File: src/rtl/demodMap_defs.svh
`ifndef DEMOD_MAP_DEFS_SVH
`define DEMOD_MAP_DEFS_SVH

// ***********************************************************
// Host bus
// ***********************************************************

`define DEMOD_ADDR_W 12
`define DEMOD_DATA_W 32
`define DEMOD_BE_W (`DEMOD_DATA_W / 8)

// ***********************************************************
// Channels
// ***********************************************************

// Channel index sits in addr[11:8], so at most 16.
`define DEMOD_NUM_CHAN 4
`define DEMOD_CHAN_MSB 11
`define DEMOD_CHAN_LSB 8

// Width of the deviation readings.
`define DEMOD_DEV_W 16

// ***********************************************************
// Register word offsets within a 256-byte channel window
// ***********************************************************

`define DEMOD_CONTROL_OFS   8'h00
`define DEMOD_DACSELECT_OFS 8'h04
`define DEMOD_FALSELOCK_OFS 8'h08
`define DEMOD_STATUS_OFS    8'h0C
`define DEMOD_AMTC_OFS      8'h10
`define DEMOD_FSKDEV_OFS    8'h14

`endif
File: src/rtl/demodPkg.sv
`default_nettype none

`include "demodMap_defs.svh"

package demodPkg;

    // Register named by the word offset.
    typedef enum logic [2:0] {
        regControl   = 3'd0,
        regDacSelect = 3'd1,
        regFalseLock = 3'd2,
        regStatus    = 3'd3,
        regAmTc      = 3'd4,
        regFskDev    = 3'd5,
        regNone      = 3'd7
    } regSelT;

    // Demodulator modes.
    // Other codes are stored as written.
    typedef enum logic [4:0] {
        modeAm    = 5'd0,
        modeFm    = 5'd1,
        modePm    = 5'd2,
        modeFsk   = 5'd3,
        modeBpsk  = 5'd4,
        modeQpsk  = 5'd5,
        modeOqpsk = 5'd6,
        modeAqpsk = 5'd7
    } demodModeT;

    // Bit synchronizer line codes.
    typedef enum logic [1:0] {
        bsNrz     = 2'd0,
        bsBiphase = 2'd1,
        bsMiller  = 2'd2,
        bsRz      = 2'd3
    } bitsyncModeT;

endpackage

`default_nettype wire

File: src/rtl/demodRegsTop.sv
`default_nettype none

`include "demodMap_defs.svh"

module demodRegsTop (
    input  logic                                   clk,
    input  logic                                   rstN,
    input  logic                                   cs,
    input  logic                                   wr,
    input  logic                                   rd,
    input  logic [`DEMOD_ADDR_W-1:0]               addr,
    input  logic [`DEMOD_BE_W-1:0]                 byteEn,
    input  logic [`DEMOD_DATA_W-1:0]               dataIn,
    output logic [`DEMOD_DATA_W-1:0]               dataOut,
    output logic                                   rdValid,
    input  logic [`DEMOD_NUM_CHAN-1:0]             demodLock,
    input  logic [`DEMOD_NUM_CHAN-1:0]             bitsyncLock,
    input  logic [`DEMOD_NUM_CHAN-1:0]             highFreqOffset,
    input  logic [`DEMOD_NUM_CHAN-1:0]             auBitsyncLock,
    input  logic [`DEMOD_NUM_CHAN*`DEMOD_DEV_W-1:0] posDeviation,
    input  logic [`DEMOD_NUM_CHAN*`DEMOD_DEV_W-1:0] negDeviation,
    output logic [`DEMOD_NUM_CHAN*5-1:0]           demodMode,
    output logic [`DEMOD_NUM_CHAN-1:0]             enableDespreader,
    output logic [`DEMOD_NUM_CHAN*2-1:0]           bitsyncMode,
    output logic [`DEMOD_NUM_CHAN*4-1:0]           dac0Select,
    output logic [`DEMOD_NUM_CHAN*4-1:0]           dac1Select,
    output logic [`DEMOD_NUM_CHAN*4-1:0]           dac2Select,
    output logic [`DEMOD_NUM_CHAN*16-1:0]          falseLockAlpha,
    output logic [`DEMOD_NUM_CHAN*16-1:0]          falseLockThreshold,
    output logic [`DEMOD_NUM_CHAN*5-1:0]           amTC
);

    import demodPkg::*;

    logic [`DEMOD_NUM_CHAN-1:0]              chanSel;
    regSelT                                  regSel;
    logic                                    wrEn;
    logic                                    rdEn;
    logic [`DEMOD_BE_W-1:0]                  wrByteEn;
    logic [`DEMOD_DATA_W-1:0]                wrData;
    logic [`DEMOD_NUM_CHAN*`DEMOD_DATA_W-1:0] bankRdData;

    busDecoder uBusDecoder (
        .clk      (clk),
        .rstN     (rstN),
        .cs       (cs),
        .wr       (wr),
        .rd       (rd),
        .addr     (addr),
        .byteEn   (byteEn),
        .dataIn   (dataIn),
        .chanSel  (chanSel),
        .regSel   (regSel),
        .wrEn     (wrEn),
        .rdEn     (rdEn),
        .wrByteEn (wrByteEn),
        .wrData   (wrData)
    );

    // One register bank per channel.
    for (genvar c = 0; c < `DEMOD_NUM_CHAN; c++) begin : gChan
        demodRegs uDemodRegs (
            .clk                (clk),
            .rstN               (rstN),
            .sel                (chanSel[c]),
            .wrEn               (wrEn),
            .regSel             (regSel),
            .wrByteEn           (wrByteEn),
            .wrData             (wrData),
            .demodLock          (demodLock[c]),
            .bitsyncLock        (bitsyncLock[c]),
            .highFreqOffset     (highFreqOffset[c]),
            .auBitsyncLock      (auBitsyncLock[c]),
            .posDeviation       (posDeviation[c*`DEMOD_DEV_W +: `DEMOD_DEV_W]),
            .negDeviation       (negDeviation[c*`DEMOD_DEV_W +: `DEMOD_DEV_W]),
            .demodMode          (demodMode[c*5 +: 5]),
            .enableDespreader   (enableDespreader[c]),
            .bitsyncMode        (bitsyncMode[c*2 +: 2]),
            .dac0Select         (dac0Select[c*4 +: 4]),
            .dac1Select         (dac1Select[c*4 +: 4]),
            .dac2Select         (dac2Select[c*4 +: 4]),
            .falseLockAlpha     (falseLockAlpha[c*16 +: 16]),
            .falseLockThreshold (falseLockThreshold[c*16 +: 16]),
            .amTC               (amTC[c*5 +: 5]),
            .rdData             (bankRdData[c*`DEMOD_DATA_W +: `DEMOD_DATA_W])
        );
    end

    readCollector uReadCollector (
        .clk        (clk),
        .rstN       (rstN),
        .rdEn       (rdEn),
        .chanSel    (chanSel),
        .bankRdData (bankRdData),
        .dataOut    (dataOut),
        .rdValid    (rdValid)
    );

endmodule

`default_nettype wire

File: src/rtl/readCollector.sv
`default_nettype none

`include "demodMap_defs.svh"

module readCollector (
    input  logic                                    clk,
    input  logic                                    rstN,
    input  logic                                    rdEn,
    input  logic [`DEMOD_NUM_CHAN-1:0]              chanSel,
    input  logic [`DEMOD_NUM_CHAN*`DEMOD_DATA_W-1:0] bankRdData,
    output logic [`DEMOD_DATA_W-1:0]                dataOut,
    output logic                                    rdValid
);

    logic [`DEMOD_DATA_W-1:0] rdWord;

    // AND-OR select.
    // No channel selected gives zero.
    always_comb begin
        rdWord = '0;
        for (int i = 0; i < `DEMOD_NUM_CHAN; i++) begin
            rdWord = rdWord
                   | (bankRdData[i*`DEMOD_DATA_W +: `DEMOD_DATA_W]
                   & {`DEMOD_DATA_W{chanSel[i]}});
        end
    end

    // dataOut holds between reads.
    always_ff @(posedge clk or negedge rstN) begin
        if (!rstN) begin
            dataOut <= '0;
            rdValid <= 1'b0;
        end else begin
            rdValid <= rdEn;
            if (rdEn)
                dataOut <= rdWord;
        end
    end

endmodule

`default_nettype wire

File: src/rtl/demodRegs.sv
`default_nettype none

`include "demodMap_defs.svh"

module demodRegs (
    input  logic                     clk,
    input  logic                     rstN,
    input  logic                     sel,
    input  logic                     wrEn,
    input  demodPkg::regSelT         regSel,
    input  logic [`DEMOD_BE_W-1:0]   wrByteEn,
    input  logic [`DEMOD_DATA_W-1:0] wrData,
    input  logic                     demodLock,
    input  logic                     bitsyncLock,
    input  logic                     highFreqOffset,
    input  logic                     auBitsyncLock,
    input  logic [`DEMOD_DEV_W-1:0]  posDeviation,
    input  logic [`DEMOD_DEV_W-1:0]  negDeviation,
    output demodPkg::demodModeT      demodMode,
    output logic                     enableDespreader,
    output demodPkg::bitsyncModeT    bitsyncMode,
    output logic [3:0]               dac0Select,
    output logic [3:0]               dac1Select,
    output logic [3:0]               dac2Select,
    output logic [15:0]              falseLockAlpha,
    output logic [15:0]              falseLockThreshold,
    output logic [4:0]               amTC,
    output logic [`DEMOD_DATA_W-1:0] rdData
);

    import demodPkg::*;

    logic        wrCtrl;
    logic        wrDac;
    logic        wrFalseLock;
    logic        wrAmTc;
    logic        clrLost;
    logic        demodLockQ;
    logic        lockFall;
    logic        lostLock;
    logic [31:0] falseLockWord;

    assign wrCtrl      = sel && wrEn && (regSel == regControl);
    assign wrDac       = sel && wrEn && (regSel == regDacSelect);
    assign wrFalseLock = sel && wrEn && (regSel == regFalseLock);
    assign wrAmTc      = sel && wrEn && (regSel == regAmTc);

    // Write 1 to bit 8 clears the lost-lock flag.
    assign clrLost = sel && wrEn && (regSel == regStatus) && wrByteEn[1] && wrData[8];

    assign falseLockWord = {falseLockThreshold, falseLockAlpha};

    // ***********************************************************
    // Control fields
    // ***********************************************************

    always_ff @(posedge clk or negedge rstN) begin
        if (!rstN) begin
            demodMode          <= modeAm;
            enableDespreader   <= 1'b0;
            bitsyncMode        <= bsNrz;
            dac0Select         <= '0;
            dac1Select         <= '0;
            dac2Select         <= '0;
            falseLockAlpha     <= '0;
            falseLockThreshold <= '0;
            amTC               <= '0;
        end else begin
            if (wrCtrl) begin
                if (wrByteEn[0])
                    demodMode <= demodModeT'(wrData[4:0]);
                if (wrByteEn[1])
                    enableDespreader <= wrData[15];
                if (wrByteEn[2])
                    bitsyncMode <= bitsyncModeT'(wrData[17:16]);
            end
            if (wrDac) begin
                if (wrByteEn[0])
                    dac0Select <= wrData[3:0];
                if (wrByteEn[1])
                    dac1Select <= wrData[11:8];
                if (wrByteEn[2])
                    dac2Select <= wrData[19:16];
            end
            if (wrFalseLock) begin
                if (wrByteEn[0])
                    falseLockAlpha[7:0] <= wrData[7:0];
                if (wrByteEn[1])
                    falseLockAlpha[15:8] <= wrData[15:8];
                if (wrByteEn[2])
                    falseLockThreshold[7:0] <= wrData[23:16];
                if (wrByteEn[3])
                    falseLockThreshold[15:8] <= wrData[31:24];
            end
            if (wrAmTc && wrByteEn[0])
                amTC <= wrData[4:0];
        end
    end

    // ***********************************************************
    // Sticky lost-lock flag
    // ***********************************************************

    assign lockFall = demodLockQ && !demodLock;

    // A fall on the clearing edge keeps the flag set.
    always_ff @(posedge clk or negedge rstN) begin
        if (!rstN) begin
            demodLockQ <= 1'b0;
            lostLock   <= 1'b0;
        end else begin
            demodLockQ <= demodLock;
            if (lockFall)
                lostLock <= 1'b1;
            else if (clrLost)
                lostLock <= 1'b0;
        end
    end

    // Read-back.
    always_comb begin
        case (regSel)
            regControl:   rdData = {14'b0, bitsyncMode, enableDespreader, 10'b0, demodMode};
            regDacSelect: rdData = {12'b0, dac2Select, 4'b0, dac1Select, 4'b0, dac0Select};
            regFalseLock: rdData = falseLockWord;
            regStatus:    rdData = {23'b0, lostLock, 4'b0,
                                    auBitsyncLock, highFreqOffset, bitsyncLock, demodLock};
            regAmTc:      rdData = {27'b0, amTC};
            regFskDev:    rdData = {negDeviation, posDeviation};
            default:      rdData = '0;
        endcase
    end

    for (genvar b = 0; b < 4; b++) begin : gFalseLockByteChk
        falseLockByteHeld: assert property (@(posedge clk) disable iff (!rstN)
            wrFalseLock && !wrByteEn[b] |=> $stable(falseLockWord[8*b +: 8]));
    end

    ctrlModeHeld: assert property (@(posedge clk) disable iff (!rstN)
        wrCtrl && !wrByteEn[0] |=> $stable(demodMode));

endmodule

`default_nettype wire

File: src/rtl/busDecoder.sv
`default_nettype none

`include "demodMap_defs.svh"

module busDecoder (
    input  logic                       clk,
    input  logic                       rstN,
    input  logic                       cs,
    input  logic                       wr,
    input  logic                       rd,
    input  logic [`DEMOD_ADDR_W-1:0]   addr,
    input  logic [`DEMOD_BE_W-1:0]     byteEn,
    input  logic [`DEMOD_DATA_W-1:0]   dataIn,
    output logic [`DEMOD_NUM_CHAN-1:0] chanSel,
    output demodPkg::regSelT           regSel,
    output logic                       wrEn,
    output logic                       rdEn,
    output logic [`DEMOD_BE_W-1:0]     wrByteEn,
    output logic [`DEMOD_DATA_W-1:0]   wrData
);

    import demodPkg::*;

    localparam int ChanW = `DEMOD_CHAN_MSB - `DEMOD_CHAN_LSB + 1;

    logic                       wrReq;
    logic                       rdReq;
    logic [`DEMOD_NUM_CHAN-1:0] chanSelNext;
    regSelT                     regSelNext;

    // Exactly one strobe makes a request.
    assign wrReq = cs && wr && !rd;
    assign rdReq = cs && rd && !wr;

    // One-hot channel select is zero out of range.
    always_comb begin
        for (int i = 0; i < `DEMOD_NUM_CHAN; i++) begin
            chanSelNext[i] = (addr[`DEMOD_CHAN_MSB:`DEMOD_CHAN_LSB] == ChanW'(i));
        end
    end

    always_comb begin
        case (addr[`DEMOD_CHAN_LSB-1:0])
            `DEMOD_CONTROL_OFS:   regSelNext = regControl;
            `DEMOD_DACSELECT_OFS: regSelNext = regDacSelect;
            `DEMOD_FALSELOCK_OFS: regSelNext = regFalseLock;
            `DEMOD_STATUS_OFS:    regSelNext = regStatus;
            `DEMOD_AMTC_OFS:      regSelNext = regAmTc;
            `DEMOD_FSKDEV_OFS:    regSelNext = regFskDev;
            default:              regSelNext = regNone;
        endcase
    end

    always_ff @(posedge clk or negedge rstN) begin
        if (!rstN) begin
            wrEn    <= 1'b0;
            rdEn    <= 1'b0;
            chanSel <= '0;
            regSel  <= regNone;
        end else begin
            wrEn <= wrReq;
            rdEn <= rdReq;
            if (wrReq || rdReq) begin
                chanSel <= chanSelNext;
                regSel  <= regSelNext;
            end
        end
    end

    // Write payload.
    always_ff @(posedge clk) begin
        if (wrReq) begin
            wrByteEn <= byteEn;
            wrData   <= dataIn;
        end
    end

    chanSelOneHot: assert property (@(posedge clk) disable iff (!rstN)
        $onehot0(chanSel));

endmodule

`default_nettype wire

File: config.mk
export PLATFORM = sky130hd
export DESIGN_NAME = demodRegsTop
export DESIGN_NICKNAME = d
export VERILOG_FILES = /design/src/rtl/demodPkg.sv /design/src/rtl/demodRegsTop.sv /design/src/rtl/readCollector.sv /design/src/rtl/demodRegs.sv /design/src/rtl/busDecoder.sv
export VERILOG_INCLUDE_DIRS = /design/src /design/src/rtl
export SDC_FILE = /design/constraint.sdc
export NUM_CORES = 1
export LEC_CHECK = 0
export ABC_AREA = 1
export BUFFER_PORTS_ARGS = -buffer_cell sky130_fd_sc_hd__buf_2
export CAP_MARGIN = 0
export CORE_AREA = 2 2 180 182
export CTS_BUF_LIST = sky130_fd_sc_hd__clkbuf_16
export CTS_CLUSTER_DIAMETER = 150
export CTS_CLUSTER_SIZE = 20
export DETAILED_ROUTE_END_ITERATION = 16
export DIE_AREA = 0 0 182 184
export PLACE_DENSITY = 0.81
export SLEW_MARGIN = 20
export SYNTH_ARGS = -nofsm -noshare
export SYNTH_HDL_FRONTEND = slang
export SYNTH_SLANG_ARGS = --single-unit
File: constraint.sdc
create_clock -name clk -period 2 [get_ports clk]
set_input_delay 0.1 -clock clk [delete_from_list [all_inputs] [get_ports clk]]
set_output_delay 0.1 -clock clk [all_outputs]
set_load 0.01 [all_outputs]
==> metrics <==
most frequent cells in the layout=732 x nand2_1, 456 x buf_2, 273 x dfrtp_1, 238 x o21ai_0, 101 x inv_1; commonest non-fill, non-tap cell in the layout=nand2_1; CP Cell Sequence=nor2_1 -> buf_12 -> nand2_1 -> inv_1 -> nand2_1 -> nor2_2 -> nor2_1 -> a21oi_1; hold_sp=negDeviation[47]; Post-synth ARST share=0.8854; fin crit share=0.9857; detailed router's first-iteration violation count=2004; final WL=60400 um; clk sinks=314; pwr dens=692.1 nW/um2; die area=33490 um2; Placed Cells=2655; port buffer count=457; CP Launch Point=uBusDecoder.regSel[1]; Crit Path Max Fanout=29; placed instance area=17610 um2; clock share of power=0.301; Reg power frac=0.530; outcome=finished clean; Overflow after GRT=0; CP max stage cell=dfstp_2; startpoint type of the worst setup path=register; clock-pin slew on the worst setup and hold paths=90 ps; Yosys top cell by area=dfrtp_1; top_reg_cell synth=dfrtp_1; Distinct cells, synth=28; Hold Path Class=input pin to register; Synth Cell Area=14700 um2; Vias=15586; 1st-pass router iterations=5; synth top area cells=dfrtp_1 47%, nand2_1 19%, o21ai_0 8.2%; Root Buffer=clkbuf_16; share of the synthesized area in the top cell type=0.4681; Max-slew headroom=0.5481; Yosys Warn Count=0; number of synthesized flops with an enable pin=36; post-DP HPWL=44250 um; Clock Path Buffers=3; # rows=65; Reg-to-Reg Start=uBusDecoder.regSel[1]; routed vias/inst=5.645; Crit. End Element=register; vias in the first global route=14527; Pint=9.216 mW; syn_area_per_cell=8.015 um2; worst stage delay on the critical path=420 ps; H-Tree Depth=1; setup violation total in the final timing report=0; GP Congestion=0.9741; CTS tree=yes; Max Fclk=507.3 MHz; Worst VDD drop=0.5055 mV; Die W=182 um; worst setup margin=28.70 ps; Slew @ Worst Pin=677.8 ps; DR WL/cell=21.87 um; combinational share of power=0.169; synthesis-to-layout area growth=28.82%; max-slew violation count=0; static leakage=10.01 nW; global-route wire length before repair=88970 um; Seq cells post-synth=314; Required @ worst endpoint=2450 ps; Post-Layout Cell Count=2761; largest net degree at the start of global routing=77; Post-Layout Inst Area=18940 um2; DIE HEIGHT=184 um; all-layer global routing usage=0.3501; Psw=3.890 mW; initial core utilization=0.4683; layout cells sized above 1=0.2440; cts bufs inserted=19; Final Hold Viols=0; clk_skew=21.33 ps; setup TNS=0 ps; Setup WS pre-CTS=29.97 ps; max-cap viol count=0; arrival time of the worst setup path=2420 ps; critical path class=register to register; RSZ-0062 raised after global routing=true; post-synthesis net count=2031; sequential-to-total area share from yosys stat=0.5470; Core Area=31390 um2; Net Sw Frac=0.2968; fin crit period=1971 ps; Mapped Cells=1834; top-level I/O count=458; DRC viols=0; Layout Nets=2543; Final ANT Viol Nets=0; Worst-Skew Late Latency=530 ps; initial antenna violation count=3
cell type report:
class	instances	area [um2]
multi-input combinational	1322	5839
sequential	314	8044
clock inverter	13	53.80
inverter	99	374.1
antenna	2	5.005
timing repair buffer	590	3642
tap	402	503.0
fill	2802	12460
clock buffer	19	475.5
sequential cells by signal, summed over array words and instances (netlist names):
signal / cells
uReadCollector.dataOut: 32
gChan.uDemodRegs.falseLockThreshold: 64
uBusDecoder.rdEn: 1
uReadCollector.rdValid: 1
uBusDecoder.regSel: 3
uBusDecoder.wrByteEn: 4
gChan.uDemodRegs.dac0Select: 16
uBusDecoder.wrEn: 1
gChan.uDemodRegs.bitsyncMode: 8
gChan.uDemodRegs.enableDespreader: 4
gChan.uDemodRegs.dac1Select: 16
gChan.uDemodRegs.amTC: 20
gChan.uDemodRegs.lostLock: 4
uBusDecoder.wrData: 32
gChan.uDemodRegs.demodMode: 20
gChan.uDemodRegs.falseLockAlpha: 64
uBusDecoder.chanSel: 4
gChan.uDemodRegs.dac2Select: 16
gChan.uDemodRegs.demodLockQ: 4
worst max-delay path, delay by kind of cell, from the launching register on:
family	cells	cell delay, ps
buffers and inverters	2	320
AND/OR/NAND/NOR	5	1000
AO/OA/AOI/OAI	1	140
flip-flops	1	420
cells by family (layout without fill, tap and decap cells):
family | Yosys count | in the layout | share of synthesized area
other cells | 0 | 2 | 0
simple gates | 966 | 966 | 0.2651
flops | 314 | 314 | 0.5470
compound gates | 356 | 356 | 0.1294
buf+inv | 198 | 721 | 0.05847
power by group through the flow:
stage | Sequential [mW] | Combinational, mW | Clock (mW)
2_1_floorplan | 7.06 | 0.957 | 0
4_1_cts | 6.93 | 2.14 | 3.96
3_5_place_dp | 7.05 | 2.02 | 0
5_1_grt | 6.97 | 2.38 | 4.20
6_report | 6.94 | 2.21 | 3.95
3_3_place_gp | 7.05 | 1.99 | 0
synth_stat cells (9+ instances only):
cell / n
buf_4: 11
o21ai_1: 16
a21oi_1: 60
nand2_1: 740
dfrtp_1: 275
o21ai_0: 241
inv_1: 94
buf_1: 9
nand4_1: 53
nor2_1: 96
clkbuf_1: 49
nand3_1: 65
buf_2: 24
edfxtp_1: 36
a22o_1: 27
layer usage:
layer  vias to the layer above  wire length (um)  part of all wire  GRT usage
met1                      7388             23870              0.40     0.4871
met5                         -                17           0.00028          0
met4                         2              2228             0.037     0.1139
met3                       145              6226              0.10    0.05705
li1                       7011                 -                 -          -
met2                      1040             28050              0.46     0.5634
per-stage QoR:
stage / utilization / total power, mW / hold WS [ps]
after floorplan: - / 8.018 / -195.6
after global placement: 0.5610 / 9.045 / 131.1
after detailed placement: 0.5610 / 9.079 / 139.4
after CTS: 0.6002 / 13.03 / 0.2291
after global routing: 0.6032 / 13.55 / 9.330
final: 0.6032 / 13.11 / 6.639
path summary, 6_finish.rpt:
| path | to | slack (ps) | cells after the start |
|---|---|---|---|
| worst max-delay path | gChan[2].uDemodRegs.amTC[0] | 30 | 8 |
| worst min register to register | uReadCollector.dataOut[12] | 480 | 2 |
| worst min-delay path | uReadCollector.dataOut[31] | 7 | 7 |
| max in group asynchronous | gChan[0].uDemodRegs.falseLockThreshold[6] | 1060 | 3 |
| min in group asynchronous | gChan[2].uDemodRegs.falseLockAlpha[3] | 150 | 2 |
| worst max register to register | gChan[2].uDemodRegs.amTC[0] | 30 | 8 |
timing repair:
item	4_1_cts	5_1_grt
setup endpoints to repair	0	116
hold buffers	70	1
setup buffers	0	1
gates resized for setup	0	24
endpoints found under the hold margin	130	1
Power figures use the tool's default switching activity.
